## config.mk

```make
export PLATFORM = sky130hd
export DESIGN_NAME = gpio_board
export DESIGN_NICKNAME = d
export VERILOG_FILES = /design/src/hw/gpio_regs_pkg.sv /design/src/hw/board_pkg.sv /design/src/hw/gpio_board.sv /design/src/hw/pad_output.sv /design/src/hw/gpio_regs.sv /design/src/hw/pad_input_sync.sv /design/src/hw/board_reset.sv
export SDC_FILE = /design/constraint.sdc
export NUM_CORES = 1
export LEC_CHECK = 0
export BUFFER_PORTS_ARGS = -buffer_cell sky130_fd_sc_hd__buf_2
export CORE_UTILIZATION = 46
export CTS_BUF_LIST = sky130_fd_sc_hd__clkbuf_8
export CTS_CLUSTER_DIAMETER = 120
export DETAILED_ROUTE_END_ITERATION = 8
export PLACE_DENSITY = 0.68
export SYNTH_ARGS = -nofsm -noshare
export SYNTH_HDL_FRONTEND = slang
export SYNTH_SLANG_ARGS = --single-unit
```

## constraint.sdc

```tcl
create_clock -name clk_sys -period 2.31 [get_ports clk_sys]
set_input_delay 0.462 -clock clk_sys [delete_from_list [all_inputs] [get_ports clk_sys]]
set_output_delay 0.462 -clock clk_sys [all_outputs]
set_load 0.005 [all_outputs]
```

## src/hw/gpio_regs_pkg.sv

```systemverilog
package gpio_regs_pkg;

	localparam int reg_addr_w = 3;
	localparam int reg_data_w = 16;

	typedef logic [reg_addr_w-1:0] reg_addr_t;

	// pad bits in the low end, upper bits read as zero
	typedef logic [reg_data_w-1:0] reg_data_t;

	// register map
	localparam reg_addr_t reg_out    = 3'd0;
	localparam reg_addr_t reg_oe     = 3'd1;
	// read only
	localparam reg_addr_t reg_in     = 3'd2;
	// write one to clear
	localparam reg_addr_t reg_edge   = 3'd3;
	localparam reg_addr_t reg_irq_en = 3'd4;

endpackage

```

## src/hw/board_pkg.sv

```systemverilog
package board_pkg;

	// pads on the board connector
	localparam int n_gpios = 11;

	localparam int pin_uart_tx    = 0;
	localparam int pin_uart_rx    = 1;
	localparam int pin_flash_miso = 2;
	localparam int pin_flash_mosi = 3;
	localparam int pin_flash_sclk = 4;
	localparam int pin_flash_cs   = 5;
	localparam int pin_dpad_u     = 6;
	localparam int pin_dpad_d     = 7;
	localparam int pin_dpad_l     = 8;
	localparam int pin_dpad_r     = 9;
	localparam int pin_led        = 10;

	typedef logic [n_gpios-1:0] pad_vec_t;

	// field order follows the pin indices, msb first
	typedef struct packed {
		logic led;
		logic dpad_r;
		logic dpad_l;
		logic dpad_d;
		logic dpad_u;
		logic flash_cs;
		logic flash_sclk;
		logic flash_mosi;
		logic flash_miso;
		logic uart_rx;
		logic uart_tx;
	} pad_fields_t;

	typedef union packed {
		pad_vec_t    raw;
		pad_fields_t pins;
	} pad_word_u;

	// main board dpad_l button is wired active low
	localparam pad_vec_t button_invert = pad_vec_t'(1) << pin_dpad_l;

	// block RAMs need a settling delay after configuration
	localparam int reset_hold_cycles = 16;

	localparam int n_leds = 7;

endpackage
```

## src/hw/gpio_board.sv

```systemverilog
`timescale 1ns/10ps

module gpio_board (
	input  logic                                 clk_sys,
	input  logic                                 rst_n,

	// processor side register access
	input  logic                                 reg_wen,
	input  logic                                 reg_ren,
	input  logic [gpio_regs_pkg::reg_addr_w-1:0] reg_addr,
	input  logic [gpio_regs_pkg::reg_data_w-1:0] reg_wdata,
	output logic [gpio_regs_pkg::reg_data_w-1:0] reg_rdata,

	// pads split into in, out and output enable
	input  logic [board_pkg::n_gpios-1:0]        pad_in,
	output logic [board_pkg::n_gpios-1:0]        pad_out,
	output logic [board_pkg::n_gpios-1:0]        pad_oe,

	output logic [board_pkg::n_leds-1:0]         led,
	output logic                                 irq
);
	import board_pkg::*;

	logic sys_rst_n;
	pad_word_u pin_level;
	pad_vec_t pin_rise;
	pad_vec_t out_reg;
	pad_vec_t oe_reg;

	board_reset board_reset_inst (
		.clk_sys   (clk_sys),
		.rst_n     (rst_n),
		.sys_rst_n (sys_rst_n)
	);

	pad_input_sync pad_input_sync_inst (
		.clk_sys   (clk_sys),
		.sys_rst_n (sys_rst_n),
		.pad_in    (pad_in),
		.pin_level (pin_level),
		.pin_rise  (pin_rise)
	);

	gpio_regs gpio_regs_inst (
		.clk_sys   (clk_sys),
		.sys_rst_n (sys_rst_n),
		.reg_wen   (reg_wen),
		.reg_ren   (reg_ren),
		.reg_addr  (reg_addr),
		.reg_wdata (reg_wdata),
		.reg_rdata (reg_rdata),
		.pin_level (pin_level),
		.pin_rise  (pin_rise),
		.out_reg   (out_reg),
		.oe_reg    (oe_reg),
		.irq       (irq)
	);

	pad_output pad_output_inst (
		.clk_sys   (clk_sys),
		.sys_rst_n (sys_rst_n),
		.out_reg   (out_reg),
		.oe_reg    (oe_reg),
		.pin_level (pin_level),
		.pad_out   (pad_out),
		.pad_oe    (pad_oe),
		.led       (led)
	);

endmodule

```

## src/hw/pad_output.sv

```systemverilog
`timescale 1ns/10ps

module pad_output (
	input  logic                        clk_sys,
	input  logic                        sys_rst_n,
	input  board_pkg::pad_vec_t         out_reg,
	input  board_pkg::pad_vec_t         oe_reg,
	input  board_pkg::pad_word_u        pin_level,
	output board_pkg::pad_vec_t         pad_out,
	output board_pkg::pad_vec_t         pad_oe,
	output logic [board_pkg::n_leds-1:0] led
);
	import board_pkg::*;

	pad_word_u drive;
	pad_word_u drive_en;
	logic [n_leds-1:0] led_next;

	assign drive.raw = out_reg;
	assign drive_en.raw = oe_reg;

	// LEDs on the main board are active low, the snap-off ones are not
	assign led_next = {
		~drive.pins.uart_tx,
		~pin_level.pins.uart_rx,
		pin_level.pins.dpad_u,
		pin_level.pins.dpad_d,
		pin_level.pins.dpad_l,
		~pin_level.pins.dpad_r,
		~(drive.pins.led & drive_en.pins.led)
	};

	always_ff @(posedge clk_sys) begin
		if (!sys_rst_n) begin
			pad_out <= '0;
			pad_oe <= '0;
		end else begin
			pad_out <= out_reg;
			pad_oe <= oe_reg;
		end
	end

	always_ff @(posedge clk_sys) begin
		led <= led_next;
	end

endmodule

```

## src/hw/gpio_regs.sv

```systemverilog
`timescale 1ns/10ps

module gpio_regs (
	input  logic                     clk_sys,
	input  logic                     sys_rst_n,

	input  logic                     reg_wen,
	input  logic                     reg_ren,
	input  gpio_regs_pkg::reg_addr_t reg_addr,
	input  gpio_regs_pkg::reg_data_t reg_wdata,
	output gpio_regs_pkg::reg_data_t reg_rdata,

	input  board_pkg::pad_word_u     pin_level,
	input  board_pkg::pad_vec_t      pin_rise,

	output board_pkg::pad_vec_t      out_reg,
	output board_pkg::pad_vec_t      oe_reg,
	output logic                     irq
);
	import board_pkg::*;
	import gpio_regs_pkg::*;

	pad_vec_t edge_pend;
	pad_vec_t irq_en;
	pad_vec_t wr_bits;
	pad_vec_t edge_clr;
	logic wr_out;
	logic wr_oe;
	logic wr_edge;
	logic wr_irq_en;
	reg_data_t rd_word;

	assign wr_bits = reg_wdata[n_gpios-1:0];

	// write decode, unknown addresses match nothing
	assign wr_out    = reg_wen && (reg_addr == reg_out);
	assign wr_oe     = reg_wen && (reg_addr == reg_oe);
	assign wr_edge   = reg_wen && (reg_addr == reg_edge);
	assign wr_irq_en = reg_wen && (reg_addr == reg_irq_en);

	assign edge_clr = wr_edge ? wr_bits : '0;

	always_comb begin
		case (reg_addr)
			reg_out:    rd_word = reg_data_t'(out_reg);
			reg_oe:     rd_word = reg_data_t'(oe_reg);
			reg_in:     rd_word = reg_data_t'(pin_level.raw);
			reg_edge:   rd_word = reg_data_t'(edge_pend);
			reg_irq_en: rd_word = reg_data_t'(irq_en);
			default:    rd_word = '0;
		endcase
	end

	always_ff @(posedge clk_sys) begin
		if (!sys_rst_n) begin
			out_reg <= '0;
			oe_reg <= '0;
			edge_pend <= '0;
			irq_en <= '0;
			reg_rdata <= '0;
			irq <= 1'b0;
		end else begin
			if (wr_out) begin
				out_reg <= wr_bits;
			end
			if (wr_oe) begin
				oe_reg <= wr_bits;
			end
			if (wr_irq_en) begin
				irq_en <= wr_bits;
			end
			// a new rising edge beats a clear in the same cycle
			edge_pend <= (edge_pend & ~edge_clr) | pin_rise;

			// read data holds until the next read strobe
			if (reg_ren) begin
				reg_rdata <= rd_word;
			end

			irq <= |(edge_pend & irq_en);
		end
	end

endmodule

```

## src/hw/pad_input_sync.sv

```systemverilog
`timescale 1ns/10ps

module pad_input_sync (
	input  logic                 clk_sys,
	input  logic                 sys_rst_n,
	input  board_pkg::pad_vec_t  pad_in,
	output board_pkg::pad_word_u pin_level,
	output board_pkg::pad_vec_t  pin_rise
);
	import board_pkg::*;

	pad_vec_t sync_1;
	pad_vec_t sync_2;
	pad_vec_t level;
	pad_vec_t level_prev;

	// pads are asynchronous to clk_sys
	always_ff @(posedge clk_sys) begin
		if (!sys_rst_n) begin
			// idle pattern, all logical levels low
			sync_1 <= button_invert;
			sync_2 <= button_invert;
		end else begin
			sync_1 <= pad_in;
			sync_2 <= sync_1;
		end
	end

	// logical level, buttons pressed read as one
	assign level = sync_2 ^ button_invert;

	always_ff @(posedge clk_sys) begin
		if (!sys_rst_n) begin
			level_prev <= '0;
		end else begin
			level_prev <= level;
		end
	end

	assign pin_level.raw = level;

	// one cycle pulse in the cycle the new level shows up
	assign pin_rise = level & ~level_prev;

endmodule

```

## src/hw/board_reset.sv

```systemverilog
`timescale 1ns/10ps

module board_reset (
	input  logic clk_sys,
	input  logic rst_n,
	output logic sys_rst_n
);
	import board_pkg::*;

	logic [1:0] rst_sync;
	logic [$clog2(reset_hold_cycles)-1:0] hold_cnt;
	logic hold_done;

	// two synchronizer stages plus the output flop are part of the hold time
	assign hold_done = rst_sync[1] &&
		(hold_cnt == ($clog2(reset_hold_cycles))'(reset_hold_cycles - 3));

	always_ff @(posedge clk_sys) begin
		if (!rst_n) begin
			rst_sync <= 2'b00;
			hold_cnt <= '0;
			sys_rst_n <= 1'b0;
		end else begin
			rst_sync <= {rst_sync[0], 1'b1};
			// count only while still holding, so the counter stops
			if (rst_sync[1] && !sys_rst_n) begin
				hold_cnt <= hold_cnt + 1'b1;
			end
			if (hold_done) begin
				sys_rst_n <= 1'b1;
			end
		end
	end

endmodule

```

==> results.toml, run 1 <==
[floorplanning]
rows = 35
die_h_um = 101
core_area_um2 = 9370
initial_utilization = 0.484
dieWidth_um = 101
io_pins = 80
die_area_um2 = 10300

[power_and_ir_drop]
clockPowerShare = 0.507
p_leak_nw = 2.22
p_int_mw = 3.75
swShare = 0.197
seqPwrFrac = 0.464
power_switching_uw = 917
powerDensity_nw_per_um2 = 848
combPwrFrac = 0.029
ir_drop_mv = 0.471
finalPower_mw = 4.67

[critical_path]
worstSetupPathType = "input pin to flip-flop"
r2r_slack_ps = 820
cp-startpoint = "reg_addr[1]"
critPathSlowestCell = "or4b_1"
max_stage_delay_ps = 810
worstPathArrival_ps = 1820
rr_startpoint = "board_reset_inst.sys_rst_n$_SDFFE_PN0P_"
endpoint_kind = "flip-flop"
path_max_fanout = 25
r2r_end = "board_reset_inst.hold_cnt[3]$_SDFFE_PN0P_"
path_cells = "buf_2 -> or4b_1 -> nand2_1 -> a21oi_1"
path_buf_inv = 1
cp.required_ps = 2610
critPathLaunchType = "input pin"
path_delay_family = "simple AND/OR/NAND/NOR gates"
r2r_cells = 4

[run_status]
status = "completed"

[cts]
numCtsBuffers = 17
cts_sinks = 125
cts_root_buf = "clkbuf_8"
cts_tree = "done"
post_cts_resized = 0
post-cts-setup-buffers = 0
clk_latency_ps = 420
holdBufCountCts = 0
cts_htree_levels = 4
clockBufferDepth = 2
clk_pin_slew_ps = 70

[finish]
postLayoutCoreUtil = 0.587
syn_to_final_growth_pct = 21.4
layout-drive-gt1-share = 0.258
final_cell_area_um2 = 5500
final_cell_count_no_fill = 679
diodes = 0
fin_nets = 573

[yosys]
yosysSeqAreaShare = 0.552
async_reset_ff_frac = 0
yosys.area.top_type_share = 0.552
post-synth-top-count-cell = "dfxtp_1"
ys.flop_type = "dfxtp_1"
ys_warn_count = 0
syn-cell-area_um2 = 4530
synthesis.instances = 462
avgSynthCellArea_um2 = 9.81
yosys.area.top_type = "dfxtp_1"
yosysUniqueCellTypes = 44
synth_area_leaders = "dfxtp_1 55%, and2_1 7.0%, nand2_1 6.5%"
synth-edff-count = 0
synth_seq_cells = 125
ys_top_cells_by_count = "125 x dfxtp_1, 79 x nand2_1, 51 x and2_1, 35 x a21oi_1, 22 x nor2_1"

[drt]
first_iter_violations = 138
routed_wl_um = 9990
final_antenna_net_count = 0
drt_pre_antenna_iters = 4
wl_per_cell_um = 14.7
vias = 3411
viasPerCell = 5.02
drc = 0

[sta]
whs_ps = 164
clock_skew_ps = 6.67
hold_violations = 0
fin_crit_sh = 0.659
rsz0062_at_grt = "no"
setup_viol = 0
setup_tns_ps = 0
finalCriticalPeriod_ps = 1520
fin_ws_ps = 788
max_freq_mhz = 657
finalMaxSlewViolations = 0
max_slew_margin = 0.594
tightest_slew_ps = 609

[place]
gp_congestion = 0.846
io_buffer_count = 69
hpwl_um = 6600
pre_cts_slack_ps = 348
dp_cells = 647
placed_area_um2 = 4990

[flow_run]
drv_cap = 0

[global_routing]
grt_max_degree = 47
grt_overflow = 0
grt_usage = 0.208
grt_pass1_wl_um = 15800
grt_pass1_vias = 3157
antenna_found_initial = 0

[worst_hold_path]
worstHoldEndpoint = "board_reset_inst.rst_sync[0]$_DFF_P_"
hold_depth = 1
hold_path.startpoint = "rst_n"
hold_path.class = "input pin to flip-flop"
## metal layers
layer	part of all wire	wire, µm	up-vias	global-route usage
met1	0.45	4490	1567	0.258
met3	0.052	518	10	0.0462
li1	-	-	1703	-
met5	0	0	-	0
met2	0.49	4860	131	0.344
met4	0.013	126	0	0.0992
## worst max-delay path by stage
stage                                                      endpoint  slack [ps]  depth (start not counted)
after floorplan              gpio_regs_inst.out_reg[4]$_SDFFE_PN0P_         900                          4
after global placement       gpio_regs_inst.out_reg[7]$_SDFFE_PN0P_         380                          4
after detailed placement    gpio_regs_inst.out_reg[10]$_SDFFE_PN0P_         350                          4
after CTS                 board_reset_inst.hold_cnt[0]$_SDFFE_PN0P_         800                          4
after global routing      board_reset_inst.hold_cnt[0]$_SDFFE_PN0P_         680                          4
final                       gpio_regs_inst.out_reg[10]$_SDFFE_PN0P_         790                          4
## power by group through the flow
stage                     logic (mW)  clock network [mW]  registers (mW)
after CTS                      0.136                2.40            2.16
after global routing           0.148                2.50            2.16
final                          0.137                2.37            2.16
after floorplan               0.0821                   0            2.21
after global placement         0.134                   0            2.21
after detailed placement       0.135                   0            2.21
## cell type report
type	count	area, µm²
clock buffers	22	303
flip-flops and latches	125	2500
multi-input cells	299	1830
fillers	860	3870
inverters	9	33.8
well taps	129	161
clock inverters	10	206
repair buffers	85	465
## cells in the final DEF, fill, tap and decap left out, types with 16 or more instances in the layout
master	synthesis	final
clkbuf_8	0	22
buf_4	9	16
buf_2	7	69
and2_1	51	51
nand2_1	79	79
nor2_1	22	22
dfxtp_1	125	124
mux2_2	17	17
a21oi_1	35	35
## cells by family (layout without fill, tap and decap cells)
kind of cell | count (synthesis) | after routing | synth area share
buffers and inverters | 42 | 126 | 0.0475
adder cells (fa/ha/maj) | 2 | 2 | 0.00552
AO/OA/AOI/OAI | 91 | 91 | 0.139
other | 1 | 5 | 0.000827
XOR/XNOR | 2 | 2 | 0.00386
flip-flops | 125 | 125 | 0.552
AND/OR/NAND/NOR | 179 | 179 | 0.202
multiplexers | 20 | 20 | 0.0494
No activity file was read; power rests on OpenSTA's default activity.
==> inputs of run 2 (changes only) <==
--- a/config.mk
+++ b/config.mk
@@ -5,6 +5,7 @@
 export SDC_FILE = /design/constraint.sdc
 export NUM_CORES = 1
 export LEC_CHECK = 0
+export ABC_AREA = 1
 export BUFFER_PORTS_ARGS = -buffer_cell sky130_fd_sc_hd__buf_2
 export CORE_UTILIZATION = 46
 export CTS_BUF_LIST = sky130_fd_sc_hd__clkbuf_8
==> constraint.sdc (replaced) <==
create_clock -name clk_sys -period 1.6 [get_ports clk_sys]
set_input_delay 0.32 -clock clk_sys [delete_from_list [all_inputs] [get_ports clk_sys]]
set_output_delay 0.32 -clock clk_sys [all_outputs]
set_load 0.005 [all_outputs]
==> run 2 against run 1 <==
Compared with the run above:
- via count increased by 10%
- worst hold slack got worse by 120 ps
- final cell count increased by 17%
- clock power increased by 18%
- synthesized cell count increased by 25%
- non-clock buffer count increased by 4
- clock skew increased by 2.8 ps
- largest power group is now sequential cells
==> results.toml, run 2 <==
[floorplanning]
dieWidth_um = 101
die_h_um = 101
rows = 35
core_area_um2 = 9370
io_pins = 80
die_area_um2 = 10200
initial_utilization = 0.483

[critical_path]
path_cells = "buf_2"
worstPathArrival_ps = 890
critPathLaunchType = "flip-flop"
path_max_fanout = 2
endpoint_kind = "primary output"
worstSetupPathType = "flip-flop to primary output"
path_buf_inv = 1
r2r_slack_ps = 500
cp.required_ps = 1280
path_delay_family = "flip-flops"
max_stage_delay_ps = 350
critPathSlowestCell = "dfxtp_1"

[cts]
cts_root_buf = "clkbuf_8"
clockBufferDepth = 2
post-cts-setup-buffers = 0
cts_htree_levels = 4
cts_tree = "done"
holdBufCountCts = 0
numCtsBuffers = 17
cts_sinks = 125
clk_pin_slew_ps = 70
clk_latency_ps = 430
post_cts_resized = 0

[finish]
final_common_cell = "dfxtp_1"
layout_common_cells = "124 x dfxtp_1, 110 x inv_1, 105 x nand2_1"
fin_nets = 691
syn_to_final_growth_pct = 20.9
layout-drive-gt1-share = 0.187
diodes = 0
final_cell_count_no_fill = 796

[drt]
wl_per_cell_um = 12.4
viasPerCell = 4.73
dr_wl_met2_um = 4620
vias = 3765
drc = 0
drt_pre_antenna_iters = 5
drt-met1-wl_um = 4640
wl_met3_um = 485
final_antenna_net_count = 0
first_iter_violations = 230
routed_wl_um = 9910
top_layer_used = "met4"

[yosys]
ys.flop_type = "dfxtp_1"
yosysSeqAreaShare = 0.553
yosysUniqueCellTypes = 24
yosys.area.top_type = "dfxtp_1"
post-synth-top-count-cell = "dfxtp_1"
synth_seq_cells = 125
async_reset_ff_frac = 0
synthesis.instances = 578
avgSynthCellArea_um2 = 7.83
ys_warn_count = 0
synth_area_leaders = "dfxtp_1 55%, inv_1 9.0%, nand2_1 8.7%"
ys_top_cells_by_count = "125 x dfxtp_1, 108 x inv_1, 105 x nand2_1, 63 x nand3_1, 47 x a21oi_1"
syn-cell-area_um2 = 4530
yosys.area.top_type_share = 0.553
synth-edff-count = 0

[global_routing]
grt_usage = 0.210
grt_overflow = 0
grt_pass1_vias = 3487
antenna_found_initial = 0
grt_max_degree = 87
grt_pass1_wl_um = 16300

[sta]
rsz0062_at_grt = "no"
hold_violations = 0
fin_crit_sh = 0.757
finalCriticalPeriod_ps = 1210
finalMaxSlewViolations = 0
setup_tns_ps = 0
setup_viol = 0
max_freq_mhz = 825
clock_skew_ps = 9.43

[place]
dp_cells = 765
gp_congestion = 0.866
io_buffer_count = 69
hpwl_um = 6880

[worst_hold_path]
hold_path.class = "input pin to flip-flop"

[flow_run]
drv_cap = 0

[power_and_ir_drop]
ir_drop_mv = 0.615
p_leak_nw = 2.70
powerDensity_nw_per_um2 = 1120

[run_status]
status = "completed"
run 2: changes by cell type in the layout (fill, tap and decap cells not counted), moves of 17 or more:
| cell | delta |
|---|---|
| inv_1 | +103 |
| nand3_1 | +62 |
| and2_1 | -51 |
| o21ai_0 | +44 |
| nand2_1 | +26 |
| mux2_2 | -17 |
run 2: metal layers:
metal,up-vias,GRT usage
met5,-,0
met3,17,0.0504
met1,1689,0.271
li1,1955,-
met2,104,0.340
met4,0,0.0881
run 2: final timing paths:
path                                            start                                      to  cells past startpoint
max          gpio_regs_inst.reg_rdata[6]$_SDFFE_PN0P_                            reg_rdata[6]                      1
min                                             rst_n    board_reset_inst.rst_sync[0]$_DFF_P_                      1
min reg2reg  pad_input_sync_inst.sync_2[7]$_SDFF_PN0_          pad_output_inst.led[3]$_DFF_P_                      0
max reg2reg   board_reset_inst.sys_rst_n$_SDFFE_PN0P_  gpio_regs_inst.edge_pend[8]$_SDFF_PN0_                      5
run 2: layout make-up:
| type | count | area, µm² |
|---|---|---|
| clock buffer | 19 | 262 |
| timing repair buffer | 89 | 533 |
| inverter | 112 | 420 |
| multi-input combinational | 310 | 1450 |
| sequential | 125 | 2500 |
| fill | 928 | 3900 |
| tap | 129 | 161 |
| clock inverter | 12 | 148 |
run 2: logic make-up after synthesis:
| group | count (synthesis) | synth area share |
|---|---|---|
| AO/OA/AOI/OAI | 110 | 0.125 |
| XOR/XNOR | 1 | 0.00194 |
| adder cells (fa/ha/maj) | 2 | 0.00553 |
| buffers and inverters | 147 | 0.131 |
| flip-flops | 125 | 0.553 |
| other | 1 | 0.000828 |
| AND/OR/NAND/NOR | 192 | 0.182 |
run 2: metrics by stage:
step	utilization	total power, mW	hold WS (ps)	worst slack, ps	area, µm²
finish	0.584	6.11	41.8	388	5470
detailed placement	0.540	3.38	383	29.9	5060
global route	0.584	6.32	22.0	326	5470
global placement	0.540	3.37	385	88.5	5060
floorplan	-	3.29	348	357	4540
CTS	0.584	6.14	25.7	376	5470
run 2: where the power goes:
part           switching [mW]  internal (mW)
clock                    1.20           1.60
combinational           0.122         0.0677
sequential            0.00500           3.12
